### src/hdl/cpu_settings.svh
// Width, register file size and fetch address macros for the CPU
`ifndef CPU_SETTINGS_SVH
`define CPU_SETTINGS_SVH

`define XLEN 32
`define REG_ADDR_W 5
`define REG_COUNT 32

// First fetch address and byte step between instructions
`define RESET_PC 32'h0000_0000
`define PC_STEP 32'd4

`endif

### src/hdl/cpuPkg.sv
// CPU package with opcode and ALU enums, stage payload structs and the bubble function
`include "cpu_settings.svh"

package cpuPkg;

	// Opcode in instr[31:26]
	typedef enum logic [5:0] {
		OP_NOP  = 6'd0,
		OP_ADD  = 6'd1,
		OP_SUB  = 6'd2,
		OP_AND  = 6'd3,
		OP_OR   = 6'd4,
		OP_XOR  = 6'd5,
		OP_SLT  = 6'd6,
		OP_ADDI = 6'd7,
		OP_BEQ  = 6'd8,
		OP_HALT = 6'd9
	} opcodeT;

	typedef enum logic [2:0] {
		ALU_ADD = 3'd0,
		ALU_SUB = 3'd1,
		ALU_AND = 3'd2,
		ALU_OR  = 3'd3,
		ALU_XOR = 3'd4,
		ALU_SLT = 3'd5
	} aluOpT;

	typedef struct packed {
		logic valid;
		logic [`XLEN-1:0] pc;
		logic [`XLEN-1:0] instr;
	} ifIdT;

	typedef struct packed {
		logic valid;
		aluOpT aluOp;
		logic useImm;
		logic isBranch;
		logic isHalt;
		logic writeEn;
		logic [`REG_ADDR_W-1:0] rd;
		logic [`REG_ADDR_W-1:0] rs;
		logic [`REG_ADDR_W-1:0] rt;
		logic [`XLEN-1:0] srcA;
		logic [`XLEN-1:0] srcB;
		logic [`XLEN-1:0] imm;
		logic [`XLEN-1:0] pc;
	} idExT;

	typedef struct packed {
		logic writeEn;
		logic [`REG_ADDR_W-1:0] rd;
		logic [`XLEN-1:0] result;
	} exWbT;

	// Wide enough for the largest stage payload
	localparam int BUBBLE_W = $bits(idExT);

	function automatic logic [BUBBLE_W-1:0] bubble();
		return '0;
	endfunction

endpackage

### src/hdl/stageReg.sv
// Pipeline stage register with enable and flush to bubble
module stageReg #(
	parameter type payloadT = logic
) (
	input  logic    clk,
	input  logic    rst_n,
	input  logic    en,
	input  logic    flush,
	input  payloadT d,
	output payloadT q
);
	import cpuPkg::*;

	localparam payloadT EMPTY = payloadT'(bubble());

	always_ff @(posedge clk) begin
		if (!rst_n) begin
			q <= EMPTY;
		end else if (en) begin
			// A flushed slot turns into a bubble
			q <= flush ? EMPTY : d;
		end
	end

	// Control inputs come from the execute stage and must be resolved
	stageCtrlKnown: assert property (@(posedge clk) disable iff (!rst_n)
		!$isunknown({flush, en}));

endmodule

### src/hdl/fetchStage.sv
// Fetch stage with the program counter, branch redirect and halt freeze
`include "cpu_settings.svh"

module fetchStage (
	input  logic                 clk,
	input  logic                 rst_n,
	input  logic [`XLEN-1:0]     instrData,
	input  logic                 redirect,
	input  logic [`XLEN-1:0]     redirectPc,
	input  logic                 halted,
	output logic [`XLEN-1:0]     instrAddr,
	output cpuPkg::ifIdT         ifId
);
	import cpuPkg::*;

	logic [`XLEN-1:0] pc;

	always_ff @(posedge clk) begin
		if (!rst_n) begin
			pc <= `RESET_PC;
		end else if (!halted) begin
			pc <= redirect ? redirectPc : pc + `PC_STEP;
		end
	end

	assign instrAddr = pc;

	// Instruction memory answers in the same cycle
	always_comb begin
		ifId.valid = 1'b1;
		ifId.pc = pc;
		ifId.instr = instrData;
	end

	// Execute stops redirecting once the machine is frozen
	noRedirectHalted: assert property (@(posedge clk) disable iff (!rst_n)
		halted |-> !redirect);

endmodule

### src/hdl/decodeStage.sv
// Decode stage with instruction decoder and write-through register file
`include "cpu_settings.svh"

module decodeStage (
	input  logic                    clk,
	input  logic                    rst_n,
	input  cpuPkg::ifIdT            ifId,
	input  logic                    wbEn,
	input  logic [`REG_ADDR_W-1:0]  wbAddr,
	input  logic [`XLEN-1:0]        wbData,
	output cpuPkg::idExT            idEx
);
	import cpuPkg::*;

	logic [`XLEN-1:0] regs [`REG_COUNT];
	logic [`REG_ADDR_W-1:0] rsIdx;
	logic [`REG_ADDR_W-1:0] rtIdx;
	logic [5:0] opcode;

	// Same-cycle write is visible to the read
	function automatic logic [`XLEN-1:0] readReg(input logic [`REG_ADDR_W-1:0] idx);
		if (idx == '0)
			return '0;
		if (wbEn && wbAddr == idx)
			return wbData;
		return regs[idx];
	endfunction

	always_ff @(posedge clk) begin
		if (!rst_n) begin
			for (int i = 0; i < `REG_COUNT; i++)
				regs[i] <= '0;
		end else if (wbEn && wbAddr != '0) begin
			regs[wbAddr] <= wbData;
		end
	end

	assign opcode = ifId.instr[31:26];

	// BEQ compares the registers in 25..21 and 20..16, imm keeps 15..0
	always_comb begin
		if (opcode == OP_BEQ) begin
			rsIdx = ifId.instr[25:21];
			rtIdx = ifId.instr[20:16];
		end else begin
			rsIdx = ifId.instr[20:16];
			rtIdx = ifId.instr[15:11];
		end
	end

	always_comb begin
		idEx = '0;
		idEx.valid = ifId.valid;
		idEx.rd = ifId.instr[25:21];
		idEx.rs = rsIdx;
		idEx.rt = rtIdx;
		idEx.srcA = readReg(rsIdx);
		idEx.srcB = readReg(rtIdx);
		idEx.imm = {{(`XLEN-16){ifId.instr[15]}}, ifId.instr[15:0]};
		idEx.pc = ifId.pc;
		idEx.aluOp = ALU_ADD;
		case (opcode)
			OP_ADD: idEx.writeEn = 1'b1;
			OP_SUB: begin
				idEx.aluOp = ALU_SUB;
				idEx.writeEn = 1'b1;
			end
			OP_AND: begin
				idEx.aluOp = ALU_AND;
				idEx.writeEn = 1'b1;
			end
			OP_OR: begin
				idEx.aluOp = ALU_OR;
				idEx.writeEn = 1'b1;
			end
			OP_XOR: begin
				idEx.aluOp = ALU_XOR;
				idEx.writeEn = 1'b1;
			end
			OP_SLT: begin
				idEx.aluOp = ALU_SLT;
				idEx.writeEn = 1'b1;
			end
			OP_ADDI: begin
				idEx.useImm = 1'b1;
				idEx.writeEn = 1'b1;
			end
			OP_BEQ: begin
				idEx.isBranch = 1'b1;
				idEx.rd = '0;
			end
			OP_HALT: idEx.isHalt = 1'b1;
			// NOP and unknown opcodes write nothing
			default: idEx.rd = '0;
		endcase
	end

	// Register 0 stays zero across every write port access
	reg0Zero: assert property (@(posedge clk) disable iff (!rst_n)
		regs[0] == '0);

endmodule

### src/hdl/executeStage.sv
// Execute stage with operand forwarding, ALU, BEQ resolve and halt detection
`include "cpu_settings.svh"

module executeStage (
	input  cpuPkg::idExT            idEx,
	input  logic                    fwdEn,
	input  logic [`REG_ADDR_W-1:0]  fwdAddr,
	input  logic [`XLEN-1:0]        fwdData,
	input  logic                    clk,
	input  logic                    rst_n,
	output cpuPkg::exWbT            exWb,
	output logic                    redirect,
	output logic [`XLEN-1:0]        redirectPc,
	output logic                    halted
);
	import cpuPkg::*;

	logic fwdA;
	logic fwdB;
	logic [`XLEN-1:0] opA;
	logic [`XLEN-1:0] opB;
	logic [`XLEN-1:0] aluB;
	logic [`XLEN-1:0] result;

	// Previous result overrides the register file read
	assign fwdA = fwdEn && fwdAddr != '0 && fwdAddr == idEx.rs;
	assign fwdB = fwdEn && fwdAddr != '0 && fwdAddr == idEx.rt;
	assign opA = fwdA ? fwdData : idEx.srcA;
	assign opB = fwdB ? fwdData : idEx.srcB;
	assign aluB = idEx.useImm ? idEx.imm : opB;

	always_comb begin
		case (idEx.aluOp)
			ALU_ADD: result = opA + aluB;
			ALU_SUB: result = opA - aluB;
			ALU_AND: result = opA & aluB;
			ALU_OR:  result = opA | aluB;
			ALU_XOR: result = opA ^ aluB;
			ALU_SLT: result = {{(`XLEN-1){1'b0}}, $signed(opA) < $signed(aluB)};
			default: result = '0;
		endcase
	end

	always_comb begin
		exWb.writeEn = idEx.valid && idEx.writeEn;
		exWb.rd = idEx.rd;
		exWb.result = result;
	end

	// Frozen idEx may still hold a younger BEQ
	assign redirect = idEx.valid && idEx.isBranch && opA == opB && !halted;
	assign redirectPc = idEx.pc + `PC_STEP + {idEx.imm[`XLEN-3:0], 2'b00};

	// Sticky until reset
	always_ff @(posedge clk) begin
		if (!rst_n) begin
			halted <= 1'b0;
		end else if (idEx.valid && idEx.isHalt) begin
			halted <= 1'b1;
		end
	end

	// Flush of idEx leaves a bubble behind a taken branch
	redirectIsBranch: assert property (@(posedge clk) disable iff (!rst_n)
		redirect |-> (idEx.valid && idEx.isBranch) ##1 !redirect);

endmodule

### src/hdl/cpuTop.sv
// CPU top level connecting fetch, decode, execute and the stage registers
`include "cpu_settings.svh"

module cpuTop (
	input  logic                    clk,
	input  logic                    rst_n,
	input  logic [`XLEN-1:0]        instrData,
	output logic [`XLEN-1:0]        instrAddr,
	output logic                    wbEn,
	output logic [`REG_ADDR_W-1:0]  wbAddr,
	output logic [`XLEN-1:0]        wbData,
	output logic                    halt
);
	import cpuPkg::*;

	ifIdT fetchPayload;
	ifIdT decodeIn;
	idExT decodePayload;
	idExT executeIn;
	exWbT executePayload;
	exWbT wbPayload;

	logic redirect;
	logic [`XLEN-1:0] redirectPc;
	logic halted;
	logic stageEn;

	// Halt freezes every stage register
	assign stageEn = !halted;

	fetchStage fetch (
		.clk        (clk),
		.rst_n      (rst_n),
		.instrData  (instrData),
		.redirect   (redirect),
		.redirectPc (redirectPc),
		.halted     (halted),
		.instrAddr  (instrAddr),
		.ifId       (fetchPayload)
	);

	stageReg #(.payloadT(ifIdT)) ifId (
		.clk   (clk),
		.rst_n (rst_n),
		.en    (stageEn),
		.flush (redirect),
		.d     (fetchPayload),
		.q     (decodeIn)
	);

	decodeStage decode (
		.clk    (clk),
		.rst_n  (rst_n),
		.ifId   (decodeIn),
		.wbEn   (wbPayload.writeEn),
		.wbAddr (wbPayload.rd),
		.wbData (wbPayload.result),
		.idEx   (decodePayload)
	);

	stageReg #(.payloadT(idExT)) idEx (
		.clk   (clk),
		.rst_n (rst_n),
		.en    (stageEn),
		.flush (redirect),
		.d     (decodePayload),
		.q     (executeIn)
	);

	executeStage execute (
		.idEx       (executeIn),
		.fwdEn      (wbPayload.writeEn),
		.fwdAddr    (wbPayload.rd),
		.fwdData    (wbPayload.result),
		.clk        (clk),
		.rst_n      (rst_n),
		.exWb       (executePayload),
		.redirect   (redirect),
		.redirectPc (redirectPc),
		.halted     (halted)
	);

	// The BEQ itself moves on, only younger stages flush
	stageReg #(.payloadT(exWbT)) exWb (
		.clk   (clk),
		.rst_n (rst_n),
		.en    (stageEn),
		.flush (1'b0),
		.d     (executePayload),
		.q     (wbPayload)
	);

	assign wbEn = wbPayload.writeEn;
	assign wbAddr = wbPayload.rd;
	assign wbData = wbPayload.result;
	assign halt = halted;

endmodule

### config.mk
export PLATFORM = sky130hd
export DESIGN_NAME = cpuTop
export DESIGN_NICKNAME = d
export VERILOG_FILES = /design/src/hdl/cpuPkg.sv /design/src/hdl/stageReg.sv /design/src/hdl/fetchStage.sv /design/src/hdl/decodeStage.sv /design/src/hdl/executeStage.sv /design/src/hdl/cpuTop.sv
export VERILOG_INCLUDE_DIRS = /design/src /design/src/hdl
export SDC_FILE = /design/constraint.sdc
export NUM_CORES = 2
export LEC_CHECK = 0
export ABC_CLOCK_PERIOD_IN_PS = 16300
export BUFFER_PORTS_ARGS = -buffer_cell sky130_fd_sc_hd__buf_4
export CAP_MARGIN = 20
export CORE_ASPECT_RATIO = 1.75
export CORE_MARGIN = 4
export CORE_UTILIZATION = 32
export CTS_BUF_LIST = sky130_fd_sc_hd__clkbuf_4 sky130_fd_sc_hd__clkbuf_8
export DETAILED_ROUTE_END_ITERATION = 12
export PLACE_DENSITY = 0.55
export SYNTH_ARGS = -nofsm -noshare
export SYNTH_HDL_FRONTEND = slang
export SYNTH_HIERARCHICAL = 1
export SYNTH_SLANG_ARGS = --single-unit
### constraint.sdc
create_clock -name clk -period 16.3 [get_ports clk]
set_clock_uncertainty 0.2 [all_clocks]
set_input_delay 0.815 -clock clk [delete_from_list [all_inputs] [get_ports clk]]
set_output_delay 0.815 -clock clk [all_outputs]
set_load 0.05 [all_outputs]
==> impl_metrics.ini <==
[run_status]
status = finished, final reports clean

[logic_synthesis]
async_flop_share_pct = 0
synth_edf_count = 1024
syn_area_sq_mm = 0.0793
yosysSeqAreaShare_pct = 46.0
synthCells = 7941
ys_types = 95
yosys_warnings = 6
ys.flop_type = edfxtp_1
ys_seq_elements = 1311
syn_area_per_cell_sq_um = 9.99

[clock_tree]
numCtsBuffers = 197
cts_max_level = 4
post_cts_resized = 0
clkLatencyLatePin_ns = 0.97
cts_tree = done
cts.path.max_buffers = 4
clk_transition_reported_paths_ns = 0.07
root_buffer = clkbuf_8
clock-sinks = 1311

[floorplan]
die_w_um = 384
die_height_um = 667
coreArea_sq_mm = 0.246
initial_core_util_pct = 32.2
pin_count = 105
placementRows = 241
dieArea_sq_mm = 0.256

[drt]
drc = 0
vias = 65998
dr.first_iter.drc_count = 7052
ant_nets = 0
drtPass1Iterations = 8
routed_wl_mm = 341
wl_per_cell_um = 30.8
vias_per_cell = 5.96

[final_layout]
nFillCells = 24714
syn_to_final_growth_pct = 8.89
regArea_sq_mm = 0.0365
multi_input_area_sq_mm = 0.0387
drive_gt1_share_pct = 13.8
utilization_pct = 35.1
stdcell_area_sq_mm = 0.0864
nets = 7853

[global_route]
first_global_vias = 65788
antenna_found_initial = 18
grt_pass1_wl_mm = 479
grt.total_usage_pct = 25.7
grt_max_degree = 156
grt_overflow_total = 0

[sta]
max_slew_margin_pct = 17.4
fmax_mhz = 136
min_period_over_period_pct = 45.2
fin_crit_ns = 7.36
maxSlewViolCount = 0
rsz0062_at_grt = no
final-hold-violation-count = 0
tns_ns = 0
finalSetupViolCount = 0
holdWs_ns = 0.0510
tightest_slew_ns = 1.23

[worst_hold_path]
worstHoldPathType = input pin to register
holdPathStages = 3

[power_and_ir_drop]
p_switching_w = 0.00258
p_leak_nw = 31.4
power.density_mw_per_mm2 = 94.2
p_sw_share_pct = 31.7
p_seq_share_pct = 47.2
power.total_w = 0.00814
p_int_w = 0.00556
pwr-share-clk_pct = 34.0
combinationalPowerShare_pct = 18.8
ir_drop_mv = 0.0588

[place]
placed_area_sq_mm = 0.0823
hpwlAfterDp_mm = 228
place.port_buffers = 104
gp_congestion = 0.965

[critical_path]
slowest_stage = buf_4
cp_common_cell = buf_4
critPathKind = register to register
required_ns = 16.88
arrival_ns = 7.94
path_max_fanout = 71
startpoint_type = register
path_cells = or4_1 > o21ai_2 > or3_2 > buf_4 > mux2i_1 > xnor2_1 > nor4_1 > nand4_1 > a2111o_1 > nor4_4 > nand2b_4 > buf_4 > buf_4 > o21ai_1
rr_worst_depth = 14
max_stage_delay_ns = 0.78
end_kind = register

[job]
maxCapViolCount = 0
-- layout by cell type (no fill, tap or decap), drive strengths merged, types with 160 or more instances in the layout --
cell type / count
nand2: 1040
nor2: 312
clkbuf: 250
dfxtp: 287
mux2i: 272
ha: 161
and2: 1017
edfxtp: 1024
buf: 332
and3: 180
a211oi: 205
a31oi: 203
nand3b: 257
o21ai: 433
nand3: 160
-- critical path: cells and delay by family, from the launching register on --
kind | cells | cell delay [ns]
xor+xnor | 1 | 0.27
compound gates | 3 | 0.84
simple gates | 6 | 2.69
buf+inv | 3 | 1.99
mux | 1 | 0.42
flops | 1 | 0.52
-- routing by layer --
metal | vias up | share of wire (%) | track usage (%)
met4 | 10 | 10 | 21.7
met1 | 32514 | 33 | 26.9
met5 | - | 0.019 | 0
met3 | 1444 | 7.9 | 4.50
li1 | 28146 | - | -
met2 | 3884 | 49 | 44.5
-- cells in the mapped netlist, types with 46 or more instances --
cell	number	share of area [%]
a211oi_1	205	1.9
a21oi_1	149	0.94
a22oi_1	46	0.44
a31oi_1	203	1.6
and2_1	1017	8.0
and3_1	180	1.4
buf_2	153	0.97
buf_4	179	1.7
clkbuf_1	476	2.3
dfxtp_1	287	7.2
edfxtp_1	1024	39
ha_1	161	2.5
inv_1	116	0.55
mux2_2	70	0.99
mux2i_1	272	3.4
mux4_2	131	3.7
nand2_1	1039	4.9
nand3_1	160	1.0
nand3b_1	257	2.4
nand4_1	50	0.39
nor2_1	312	1.5
nor3_1	107	0.68
o211ai_1	64	0.61
o21ai_0	236	1.5
o21ai_1	115	0.73
o21ai_2	82	0.91
o22ai_1	77	0.61
xnor2_1	78	0.86
-- flip-flops by register name, summed over array words and instances (netlist names) --
signal and flops:
fetch/instrAddr 32, exWb/q 38, ifId/q 65, execute/halted 1, idEx/q 151, decode/regs 1024
-- kinds of logic after synthesis --
group / Yosys count / share of synthesized area, %
AND/OR/NAND/NOR: 3314 / 22.2
XOR/XNOR: 99 / 1.09
adder cells (fa/ha/maj): 164 / 2.62
other: 3 / 0.0142
buffers and inverters: 1003 / 6.29
AO/OA/AOI/OAI: 1572 / 13.6
flip-flops: 1311 / 46.0
multiplexers: 475 / 8.17
-- worst paths after layout --
| check | start | end | slack (ns) |
|---|---|---|---|
| setup reg to reg | exWb/q[33] | idEx/q[97] | 8.94 |
| setup / recovery | exWb/q[33] | idEx/q[97] | 8.94 |
| hold reg to reg | ifId/q[3] | idEx/q[35] | 0.24 |
| hold / removal | instrData[30] | ifId/q[30] | 0.05 |
-- layout make-up --
type | instances | area share [%]
Multi-Input combinational cell | 5659 | 44.8
Sequential cell | 1311 | 42.3
Tap cell | 3280 | 4.75
Clock buffer | 250 | 3.64
Timing Repair Buffer | 361 | 3.30
Clock inverter | 84 | 0.675
Inverter | 125 | 0.600
Antenna cell | 7 | 0.0203
-- stage by stage --
step                worst slack, ns  instances
floorplan                     10.67       7973
global placement               9.17      10703
detailed placement             9.20      10704
CTS                            9.15      11066
global route                   8.80      11072
finish                         8.94      11077
-- power by group through the flow --
stage	clock, W	sequential (W)	combinational, W
6_report	0.00277	0.00384	0.00153
4_1_cts	0.00281	0.00384	0.00149
5_1_grt	0.00294	0.00385	0.00160
3_3_place_gp	0	0.00390	0.00148
2_1_floorplan	0	0.00389	0.000905
3_5_place_dp	0	0.00391	0.00148
-- repair_timing --
item                                   in CTS  in global routing
hold buffers                               28                  1
endpoints found under the hold margin      28                  1
buffers inserted                            0                  0
No activity file was read; power rests on OpenSTA's default activity.
